[src/udp_rx_pkg.sv]
`default_nettype none

package udp_rx_pkg;

  // widths of the data paths
  localparam int WORD_W    = 64;
  localparam int BYTE_EN_W = 8;
  localparam int MAC_W     = 48;
  localparam int IP_W      = 32;
  localparam int PORT_W    = 16;

  // one 8-byte word from the MAC or to the application
  typedef logic [WORD_W-1:0]    word_t;
  // per-byte valid flags from the MAC
  typedef logic [BYTE_EN_W-1:0] byte_en_t;

  // addresses and ports
  typedef logic [MAC_W-1:0]     mac_addr_t;
  typedef logic [IP_W-1:0]      ip_addr_t;
  typedef logic [PORT_W-1:0]    udp_port_t;

  // buffer entry layout
  // payload word sits in the low WORD_W bits
  localparam int ENTRY_LAST_BIT = WORD_W;
  localparam int ENTRY_BAD_BIT  = WORD_W + 1;
  localparam int ENTRY_OVR_BIT  = WORD_W + 2;
  // frame source address above the flags
  localparam int ENTRY_IP_LSB   = WORD_W + 3;
  localparam int ENTRY_PORT_LSB = ENTRY_IP_LSB + IP_W;
  localparam int ENTRY_W        = ENTRY_PORT_LSB + PORT_W;

  // 115 bits in total
  typedef logic [ENTRY_W-1:0] buf_entry_t;

endpackage

`default_nettype wire

[src/frame_meta_if.sv]
`timescale 1ns/100ps
`default_nettype none

// per-frame verdict from the header filter
interface frame_meta_if;
  import udp_rx_pkg::*;

  logic      meta_valid;
  logic      accept;
  ip_addr_t  src_ip;
  udp_port_t src_port;

  modport filter (
    output meta_valid,
    output accept,
    output src_ip,
    output src_port
  );

  // sampled every cycle, no ready
  modport buffer (
    input meta_valid,
    input accept,
    input src_ip,
    input src_port
  );

endinterface

`default_nettype wire

[src/payload_if.sv]
`timescale 1ns/100ps
`default_nettype none

// realigned payload words, one per pl_valid pulse
interface payload_if;
  import udp_rx_pkg::*;

  logic  pl_valid;
  word_t pl_data;
  logic  pl_last;
  logic  pl_bad;

  modport aligner (
    output pl_valid,
    output pl_data,
    output pl_last,
    output pl_bad
  );

  // last and bad only ever come with the final word
  modport buffer (
    input pl_valid,
    input pl_data,
    input pl_last,
    input pl_bad
  );

endinterface

`default_nettype wire

[src/udp_header_filter.sv]
`timescale 1ns/100ps
`default_nettype none

module udp_header_filter (
  input  wire                   mac_clk,
  input  wire                   mac_rst,
  input  wire udp_rx_pkg::word_t    mac_rx_data,
  input  wire udp_rx_pkg::byte_en_t mac_rx_data_valid,
  input  wire                   local_enable,
  input  wire udp_rx_pkg::mac_addr_t local_mac,
  input  wire udp_rx_pkg::ip_addr_t  local_ip,
  input  wire udp_rx_pkg::udp_port_t local_port,
  input  wire udp_rx_pkg::ip_addr_t  local_mc_ip,
  input  wire udp_rx_pkg::ip_addr_t  local_mc_mask,
  frame_meta_if.filter          meta
);
  import udp_rx_pkg::*;

  localparam logic [15:0] ETHERTYPE_IPV4 = 16'h0800;
  localparam logic [7:0]  VER_IHL        = 8'h45;
  localparam logic [7:0]  PROTO_UDP      = 8'h11;
  localparam logic [23:0] MC_MAC_PREFIX  = 24'h01005e;

  // one state per header word, then the rest of the frame
  typedef enum logic [2:0] {
    ST_IDLE,
    ST_HDR1,
    ST_HDR2,
    ST_HDR3,
    ST_HDR4,
    ST_HDR5,
    ST_DATA
  } state_t;

  state_t    state;
  logic      word_in;
  logic      accept_q;
  logic      mac_ok;
  logic      ip_ok;
  logic [15:0] dst_ip_hi;
  logic [15:0] ethertype;
  mac_addr_t dst_mac;
  ip_addr_t  dst_ip;
  udp_port_t dst_port;

  assign word_in = (mac_rx_data_valid == '1);

  // frame byte 0 is the low byte of the word, network order is big endian
  assign dst_mac = {mac_rx_data[7:0],   mac_rx_data[15:8],  mac_rx_data[23:16],
                    mac_rx_data[31:24], mac_rx_data[39:32], mac_rx_data[47:40]};
  assign ethertype = {mac_rx_data[39:32], mac_rx_data[47:40]};
  // dest ip straddles words 3 and 4
  assign dst_ip   = {dst_ip_hi, mac_rx_data[7:0], mac_rx_data[15:8]};
  assign dst_port = {mac_rx_data[39:32], mac_rx_data[47:40]};

  assign mac_ok = (dst_mac == local_mac) || (dst_mac == '1) ||
                  (dst_mac[47:24] == MC_MAC_PREFIX);
  assign ip_ok  = (dst_ip == local_ip) || (dst_ip == local_mc_ip) ||
                  ((dst_ip & local_mc_mask) == (local_mc_ip & local_mc_mask));

  always_ff @(posedge mac_clk) begin
    if (mac_rst) begin
      state           <= ST_IDLE;
      accept_q        <= 1'b0;
      meta.meta_valid <= 1'b0;
      meta.accept     <= 1'b0;
    end else begin
      meta.meta_valid <= 1'b0;
      case (state)
        ST_IDLE: begin
          if (word_in) begin
            accept_q <= mac_ok;
            state    <= ST_HDR1;
          end
        end
        ST_HDR1: begin
          if (ethertype != ETHERTYPE_IPV4 || mac_rx_data[55:48] != VER_IHL) begin
            accept_q <= 1'b0;
          end
          state <= word_in ? ST_HDR2 : ST_IDLE;
        end
        ST_HDR2: begin
          if (mac_rx_data[63:56] != PROTO_UDP) begin
            accept_q <= 1'b0;
          end
          state <= word_in ? ST_HDR3 : ST_IDLE;
        end
        ST_HDR3: begin
          state <= word_in ? ST_HDR4 : ST_IDLE;
        end
        ST_HDR4: begin
          if (!ip_ok || dst_port != local_port) begin
            accept_q <= 1'b0;
          end
          state <= word_in ? ST_HDR5 : ST_IDLE;
        end
        ST_HDR5: begin
          // udp length and checksum are not checked
          if (word_in) begin
            meta.meta_valid <= 1'b1;
            meta.accept     <= accept_q && local_enable;
            state           <= ST_DATA;
          end else begin
            state <= ST_IDLE;
          end
        end
        ST_DATA: begin
          // gap after the last word ends the frame
          if (!word_in) begin
            state <= ST_IDLE;
          end
        end
        default: state <= ST_IDLE;
      endcase
    end
  end

  // source address and upper half of dest ip
  always_ff @(posedge mac_clk) begin
    if (state == ST_HDR3) begin
      meta.src_ip <= {mac_rx_data[23:16], mac_rx_data[31:24],
                      mac_rx_data[39:32], mac_rx_data[47:40]};
      dst_ip_hi   <= {mac_rx_data[55:48], mac_rx_data[63:56]};
    end
    if (state == ST_HDR4) begin
      meta.src_port <= {mac_rx_data[23:16], mac_rx_data[31:24]};
    end
  end

  a_meta_after_hdr5: assert property (@(posedge mac_clk) disable iff (mac_rst)
    meta.meta_valid |-> ($past(state) == ST_HDR5) && (state == ST_DATA))
    else $error("meta_valid outside the step from header word 5");

endmodule

`default_nettype wire

[src/payload_aligner.sv]
`timescale 1ns/100ps
`default_nettype none

module payload_aligner (
  input  wire                       mac_clk,
  input  wire                       mac_rst,
  input  wire udp_rx_pkg::word_t    mac_rx_data,
  input  wire udp_rx_pkg::byte_en_t mac_rx_data_valid,
  input  wire                       mac_rx_good_frame,
  input  wire                       mac_rx_bad_frame,
  payload_if.aligner                pl
);
  import udp_rx_pkg::*;

  // payload starts in the 6th word, byte 42 = word 5 byte 2
  localparam logic [2:0] PL_START = 3'd6;

  logic       word_in;
  logic       frame_end;
  logic [2:0] word_cnt;
  logic       pend_valid;
  word_t      prev_word;
  word_t      pend_data;
  word_t      joined;

  assign word_in   = (mac_rx_data_valid == '1);
  assign frame_end = mac_rx_good_frame || mac_rx_bad_frame;

  // last 6 bytes of the previous word, first 2 of this one
  // earliest byte ends up in the top byte
  assign joined = {prev_word[23:16], prev_word[31:24], prev_word[39:32],
                   prev_word[47:40], prev_word[55:48], prev_word[63:56],
                   mac_rx_data[7:0], mac_rx_data[15:8]};

  always_ff @(posedge mac_clk) begin
    if (mac_rst) begin
      word_cnt    <= '0;
      pend_valid  <= 1'b0;
      pl.pl_valid <= 1'b0;
      pl.pl_last  <= 1'b0;
      pl.pl_bad   <= 1'b0;
    end else begin
      pl.pl_valid <= 1'b0;
      pl.pl_last  <= 1'b0;
      pl.pl_bad   <= 1'b0;
      if (word_in) begin
        if (word_cnt != PL_START) begin
          word_cnt <= word_cnt + 3'd1;
        end else begin
          // a newer word follows, so the held one is not the last
          pl.pl_valid <= pend_valid;
          pend_valid  <= 1'b1;
        end
      end else if (frame_end) begin
        word_cnt    <= '0;
        pend_valid  <= 1'b0;
        pl.pl_valid <= pend_valid;
        pl.pl_last  <= pend_valid;
        pl.pl_bad   <= pend_valid && mac_rx_bad_frame;
      end
    end
  end

  always_ff @(posedge mac_clk) begin
    if (word_in) begin
      prev_word <= mac_rx_data;
      if (word_cnt == PL_START) begin
        pend_data <= joined;
      end
    end
    if (word_in || frame_end) begin
      pl.pl_data <= pend_data;
    end
  end

  a_last_with_valid: assert property (@(posedge mac_clk) disable iff (mac_rst)
    pl.pl_last |-> pl.pl_valid && $past(frame_end))
    else $error("pl_last without pl_valid or end strobe");

endmodule

`default_nettype wire

[src/rx_frame_buffer.sv]
`timescale 1ns/100ps
`default_nettype none

module rx_frame_buffer #(
  parameter int unsigned FIFO_DEPTH = 16
) (
  input  wire                        mac_clk,
  input  wire                        mac_rst,
  frame_meta_if.buffer               meta,
  payload_if.buffer                  pl,
  input  wire                        app_ready,
  output logic                       app_valid,
  output udp_rx_pkg::word_t          app_data,
  output logic                       app_last,
  output logic                       app_bad,
  output logic                       app_overrun,
  output udp_rx_pkg::ip_addr_t       app_src_ip,
  output udp_rx_pkg::udp_port_t      app_src_port
);
  import udp_rx_pkg::*;

  localparam int unsigned AW = $clog2(FIFO_DEPTH);

  typedef logic [AW:0] cnt_t;

  localparam cnt_t FULL_CNT = cnt_t'(FIFO_DEPTH);
  localparam cnt_t NEAR_CNT = cnt_t'(FIFO_DEPTH - 1);

  if (FIFO_DEPTH < 2 || (FIFO_DEPTH & (FIFO_DEPTH - 1)) != 0) begin : g_depth_check
    $error("FIFO_DEPTH must be a power of two");
  end

  buf_entry_t      mem [FIFO_DEPTH];
  buf_entry_t      wr_entry;
  buf_entry_t      rd_entry;
  logic [AW-1:0]   wr_ptr;
  logic [AW-1:0]   rd_ptr;
  cnt_t            count;
  logic            armed;
  logic            full;
  logic            near_full;
  logic            wr_en;
  logic            rd_en;
  ip_addr_t        frame_ip;
  udp_port_t       frame_port;

  assign full      = (count == FULL_CNT);
  assign near_full = (count == NEAR_CNT);
  assign wr_en     = pl.pl_valid && armed;
  assign rd_en     = app_valid && app_ready;

  // word written at near full closes the frame as an overrun
  always_comb begin
    wr_entry                                 = '0;
    wr_entry[WORD_W-1:0]                     = pl.pl_data;
    wr_entry[ENTRY_LAST_BIT]                 = pl.pl_last || near_full;
    wr_entry[ENTRY_BAD_BIT]                  = pl.pl_bad;
    wr_entry[ENTRY_OVR_BIT]                  = near_full;
    wr_entry[ENTRY_IP_LSB +: IP_W]           = frame_ip;
    wr_entry[ENTRY_PORT_LSB +: PORT_W]       = frame_port;
  end

  always_ff @(posedge mac_clk) begin
    if (mac_rst) begin
      wr_ptr <= '0;
      rd_ptr <= '0;
      count  <= '0;
      armed  <= 1'b0;
    end else begin
      if (wr_en) begin
        wr_ptr <= wr_ptr + 1'b1;
      end
      if (rd_en) begin
        rd_ptr <= rd_ptr + 1'b1;
      end
      case ({wr_en, rd_en})
        2'b10:   count <= count + 1'b1;
        2'b01:   count <= count - 1'b1;
        default: count <= count;
      endcase
      if (wr_en && (pl.pl_last || near_full)) begin
        armed <= 1'b0;
      end
      // no room for even the first word, so the whole frame is dropped
      if (meta.meta_valid) begin
        armed <= meta.accept && !full;
      end
    end
  end

  always_ff @(posedge mac_clk) begin
    if (meta.meta_valid) begin
      frame_ip   <= meta.src_ip;
      frame_port <= meta.src_port;
    end
    if (wr_en) begin
      mem[wr_ptr] <= wr_entry;
    end
  end

  assign rd_entry     = mem[rd_ptr];
  assign app_valid    = (count != '0);
  assign app_data     = rd_entry[WORD_W-1:0];
  assign app_last     = rd_entry[ENTRY_LAST_BIT];
  assign app_bad      = rd_entry[ENTRY_BAD_BIT];
  assign app_overrun  = rd_entry[ENTRY_OVR_BIT];
  assign app_src_ip   = rd_entry[ENTRY_IP_LSB +: IP_W];
  assign app_src_port = rd_entry[ENTRY_PORT_LSB +: PORT_W];

  a_no_write_full: assert property (@(posedge mac_clk) disable iff (mac_rst)
    wr_en |-> !full)
    else $error("buffer written while full");

  a_hold_stalled: assert property (@(posedge mac_clk) disable iff (mac_rst)
    (app_valid && !app_ready) |=> (app_valid && $stable(rd_entry)))
    else $error("output entry changed under back-pressure");

endmodule

`default_nettype wire

[src/udp_rx_top.sv]
`timescale 1ns/100ps
`default_nettype none

module udp_rx_top #(
  parameter int unsigned FIFO_DEPTH = 16
) (
  input  wire                        mac_clk,
  input  wire                        mac_rst,
  input  wire udp_rx_pkg::word_t     mac_rx_data,
  input  wire udp_rx_pkg::byte_en_t  mac_rx_data_valid,
  input  wire                        mac_rx_good_frame,
  input  wire                        mac_rx_bad_frame,
  input  wire                        local_enable,
  input  wire udp_rx_pkg::mac_addr_t local_mac,
  input  wire udp_rx_pkg::ip_addr_t  local_ip,
  input  wire udp_rx_pkg::udp_port_t local_port,
  input  wire udp_rx_pkg::ip_addr_t  local_mc_ip,
  input  wire udp_rx_pkg::ip_addr_t  local_mc_mask,
  input  wire                        app_ready,
  output logic                       app_valid,
  output udp_rx_pkg::word_t          app_data,
  output logic                       app_last,
  output logic                       app_bad,
  output logic                       app_overrun,
  output udp_rx_pkg::ip_addr_t       app_src_ip,
  output udp_rx_pkg::udp_port_t      app_src_port
);

  frame_meta_if u_meta_if ();
  payload_if    u_pl_if ();

  // header checks run alongside the payload realignment
  udp_header_filter u_filter (
    .mac_clk           (mac_clk),
    .mac_rst           (mac_rst),
    .mac_rx_data       (mac_rx_data),
    .mac_rx_data_valid (mac_rx_data_valid),
    .local_enable      (local_enable),
    .local_mac         (local_mac),
    .local_ip          (local_ip),
    .local_port        (local_port),
    .local_mc_ip       (local_mc_ip),
    .local_mc_mask     (local_mc_mask),
    .meta              (u_meta_if.filter)
  );

  payload_aligner u_aligner (
    .mac_clk           (mac_clk),
    .mac_rst           (mac_rst),
    .mac_rx_data       (mac_rx_data),
    .mac_rx_data_valid (mac_rx_data_valid),
    .mac_rx_good_frame (mac_rx_good_frame),
    .mac_rx_bad_frame  (mac_rx_bad_frame),
    .pl                (u_pl_if.aligner)
  );

  rx_frame_buffer #(
    .FIFO_DEPTH (FIFO_DEPTH)
  ) u_buffer (
    .mac_clk      (mac_clk),
    .mac_rst      (mac_rst),
    .meta         (u_meta_if.buffer),
    .pl           (u_pl_if.buffer),
    .app_ready    (app_ready),
    .app_valid    (app_valid),
    .app_data     (app_data),
    .app_last     (app_last),
    .app_bad      (app_bad),
    .app_overrun  (app_overrun),
    .app_src_ip   (app_src_ip),
    .app_src_port (app_src_port)
  );

endmodule

`default_nettype wire

[config.mk]
export PLATFORM = sky130hd
export DESIGN_NAME = udp_rx_top
export DESIGN_NICKNAME = d
export VERILOG_FILES = /design/src/udp_rx_pkg.sv /design/src/frame_meta_if.sv /design/src/payload_if.sv /design/src/udp_header_filter.sv /design/src/payload_aligner.sv /design/src/rx_frame_buffer.sv /design/src/udp_rx_top.sv
export SDC_FILE = /design/constraint.sdc
export NUM_CORES = 2
export LEC_CHECK = 0
export BUFFER_PORTS_ARGS = -buffer_cell sky130_fd_sc_hd__buf_2
export CAP_MARGIN = 10
export CORE_UTILIZATION = 50
export DETAILED_ROUTE_END_ITERATION = 7
export GPL_TIMING_DRIVEN = 0
export PLACE_DENSITY = 0.76
export SYNTH_ARGS = -nofsm -noshare
export SYNTH_HDL_FRONTEND = slang
export SYNTH_SLANG_ARGS = --single-unit
[constraint.sdc]
create_clock -name mac_clk -period 18.4 [get_ports mac_clk]
set_clock_uncertainty 0.05 [all_clocks]
set_input_delay 0 -clock mac_clk [delete_from_list [all_inputs] [get_ports mac_clk]]
set_output_delay 0 -clock mac_clk [all_outputs]
set_load 0.05 [all_outputs]
==> flow_metrics.tcl <==
set metrics [dict create \
    dieHeight_um 404.3 \
    r2r_cells 10 \
    ir_drop_uv 112.0 \
    critPathRequiredTime_ps 18350 \
    synthAdderAreaFrac 0.001948 \
    synth-warning-count 0 \
    cts_resized 0 \
    power_frac_comb 0.014 \
    cts.sinks 2159 \
    min_from "mac_rx_data[20]" \
    drtPass1Iterations 7 \
    hold_path_end "u_filter.meta.src_ip[28]$_DFFE_PN_" \
    power.density_nw_per_um2 99.46 \
    place.port_buffers 352 \
    die_x_um 404.3 \
    final_hold_viol_count 0 \
    finalSetupViolCount 0 \
    final_area_sq_um 95390 \
    fmax_mhz 216.5 \
    syn_area_per_cell_sq_um 24.82 \
    synth_seq_area_share 0.7973 \
    synth-seq-cells 2159 \
    overflow 0 \
    fin_crit_sh 0.2511 \
    r2r_end "u_filter.accept_q$_SDFFE_PP0P_" \
    hold_class "in2reg" \
    syn_nets 3511 \
    grt_max_degree 39 \
    slew_headroom 0.06023 \
    period_needed_ps 4619 \
    crit_type "reg2out" \
    worstSetupStartpointType "register" \
    syn_area_sq_um 80930 \
    ys.flop_type "edfxtp_1" \
    clkPwrFrac 0.422 \
    cts_setup_buffers 0 \
    avgViaCountPerCell 6.612 \
    clk_latency_ps 850 \
    syn_inst 3261 \
    synth_xor_area_frac 0.01515 \
    cts_inserted_buffers 194 \
    slew_viol_final 0 \
    reg2reg_setup_slack_ps 13950 \
    tightest_slew_ps 1405 \
    antenna_found_initial 23 \
    whs_path_depth 2 \
    syn_to_final_growth_pct 17.87 \
    p_sw_frac 0.1985 \
    synth_top_family_by_area "multiplexers" \
    grt_pass1_wl_um 332900 \
    first_iter_violations 6605 \
    crit_path_max_fanout 10 \
    gp_congestion 0.9319 \
    final_layout_size_suffix_gt1_frac 0.3423 \
    htreeDepth 4 \
    finalWirelength_um 246300 \
    place_area_sq_um 88120 \
    ant_nets 0 \
    p_seq_frac 0.564 \
    synth.mux.area_fraction 0.1603 \
    yosys.area_share.simple 0.01127 \
    status "finished clean" \
    synth_enable_flop_cells 2128 \
    grt_pass1_vias 41980 \
    num_rows 147 \
    worstPathArrival_ps 4570 \
    coreArea_sq_um 160600 \
    p_leak_nw 29.52 \
    synth_compound_area_frac 0.003587 \
    cts_tree "done" \
    cts-root-buf "clkbuf_16" \
    wl_per_cell_um 38.53 \
    switching_power_mw 1.883 \
    dp_hpwl_um 145300 \
    rsz0062_at_grt "no" \
    drc 0 \
    nets 4316 \
    synthArstFlopShare 0 \
    clk_path_buf_depth 3 \
    drv_cap 0 \
    die_area_sq_um 163500 \
    pin_count 354 \
    ys_types 44 \
    num_vias 42270 \
    critPathCaptureType "primary output" \
    start_util 0.5040 \
    grt.total_usage 0.3003 \
    cts.clk_slew.worst_paths_ps 60 \
    p_int_mw 7.604 \
    rr_startpoint "u_filter.state[2]$_SDFFE_PP0P_" \
    timing.hold.ws_ps 68.77 \
]
## cell families (layout without fill, tap and decap cells)
logic type / Yosys count / count (layout)
buffers and inverters: 160 / 1115
XOR/XNOR: 140 / 140
multiplexers: 577 / 577
adder cells (fa/ha/maj): 12 / 12
other: 0 / 16
flip-flops: 2159 / 2159
AND/OR/NAND/NOR: 169 / 169
AO/OA/AOI/OAI: 44 / 44
## registers in the layout, summed over array words and instances (netlist names), 5 cells and up, named ones only
name,flops
u_aligner.pend_data,64
u_aligner.pl.pl_data,64
u_aligner.prev_word,48
u_buffer.count,5
u_buffer.frame_ip,32
u_buffer.frame_port,16
u_buffer.mem,1840
u_filter.dst_ip_hi,16
u_filter.meta.src_ip,32
u_filter.meta.src_port,16
## worst max-delay path, stage by stage (launching register included)
cell	delay (ps)
dfxtp_1	310
clkbuf_1	940
clkbuf_1	820
clkbuf_1	800
mux4_2	530
buf_2	320
## cell usage after synthesis (16+ instances only)
master	number	area, sq um
a21oi_1	16	80.08
buf_2	17	85.08
buf_4	30	225.2
clkbuf_1	74	277.8
dfxtp_1	31	620.6
edfxtp_1	2128	63900
mux4_2	575	12950
nand2_1	18	67.56
nand4_1	36	225.2
nor2_1	40	150.1
nor4_1	33	206.5
xnor2_1	48	420.4
xor2_1	92	805.8
## layout make-up
cell class	count	area [sq um]
Fill cell	10500	65180
Sequential cell	2159	64530
Multi-Input combinational cell	942	15720
Timing Repair Buffer	609	5421
Clock buffer	243	5145
Tap cell	2160	2703
Clock inverter	103	982.2
Buffer	150	810.8
Inverter	10	42.54
Antenna cell	16	40.04
## repair_timing
| action | 4_1_cts | 5_1_grt |
|---|---|---|
| endpoints found under the setup margin | 0 | 0 |
| endpoints found under the hold margin | 159 | 0 |
| hold buffers | 106 | 0 |
## worst max path at each step
stage | cells past startpoint | to | start | slack, ps
global route | 16 | u_filter.accept_q$_SDFFE_PP0P_ | mac_rx_data_valid[0] | 13810
global placement | 4 | u_buffer.mem[0][29]$_DFFE_PP_ | u_aligner.pl.pl_valid$_SDFF_PP0_ | -1570
finish | 5 | app_src_port[10] | register | 13780
CTS | 5 | app_src_port[8] | register | 13880
floorplan | 4 | u_buffer.mem[3][0]$_DFFE_PP_ | u_aligner.pl.pl_valid$_SDFF_PP0_ | 9020
detailed placement | 5 | app_src_port[8] | register | 14780
## through the flow
stage               setup TNS, ps  cells  utilization  setup slack [ps]  total power, mW
floorplan                       0   3261            -              9018            5.480
global placement          -627190   5773       0.5318             -1575            5.565
detailed placement              0   5922       0.5488             14780            5.567
CTS                             0   6374       0.5936             13880            9.486
global route                    0   6376       0.5938             13810            9.662
finish                          0   6392       0.5941             13780            9.488
## layout by cell type, fill, tap and decap left out, types with 29 or more instances in the layout
cell           count
buf_12            59
buf_2            369
buf_4             33
buf_6             76
clkbuf_1         117
clkbuf_16        199
clkinv_1          29
clkinv_2          43
dfxtp_1           30
dlygate4sd3_1    106
edfxtp_1        2128
mux4_2           575
nand4_1           36
nor4_1            31
xnor2_1           48
xor2_1            91
## power by group through the flow
stage          sequential (mW)  combinational, mW  clock, mW
2_1_floorplan             5.45             0.0297          0
3_3_place_gp              5.45              0.112          0
3_5_place_dp              5.45              0.114          0
4_1_cts                   5.35              0.133       4.01
5_1_grt                   5.35              0.139       4.18
6_report                  5.35              0.137       4.00
## metal layers
layer	track usage	up-vias	part of all wire
met1	0.3878	22000	0.34
li1	-	15640	-
met2	0.4724	3899	0.48
met3	0.07951	710	0.12
met5	0	-	0.00045
met4	0.1546	16	0.057
Power figures use the tool's default switching activity.
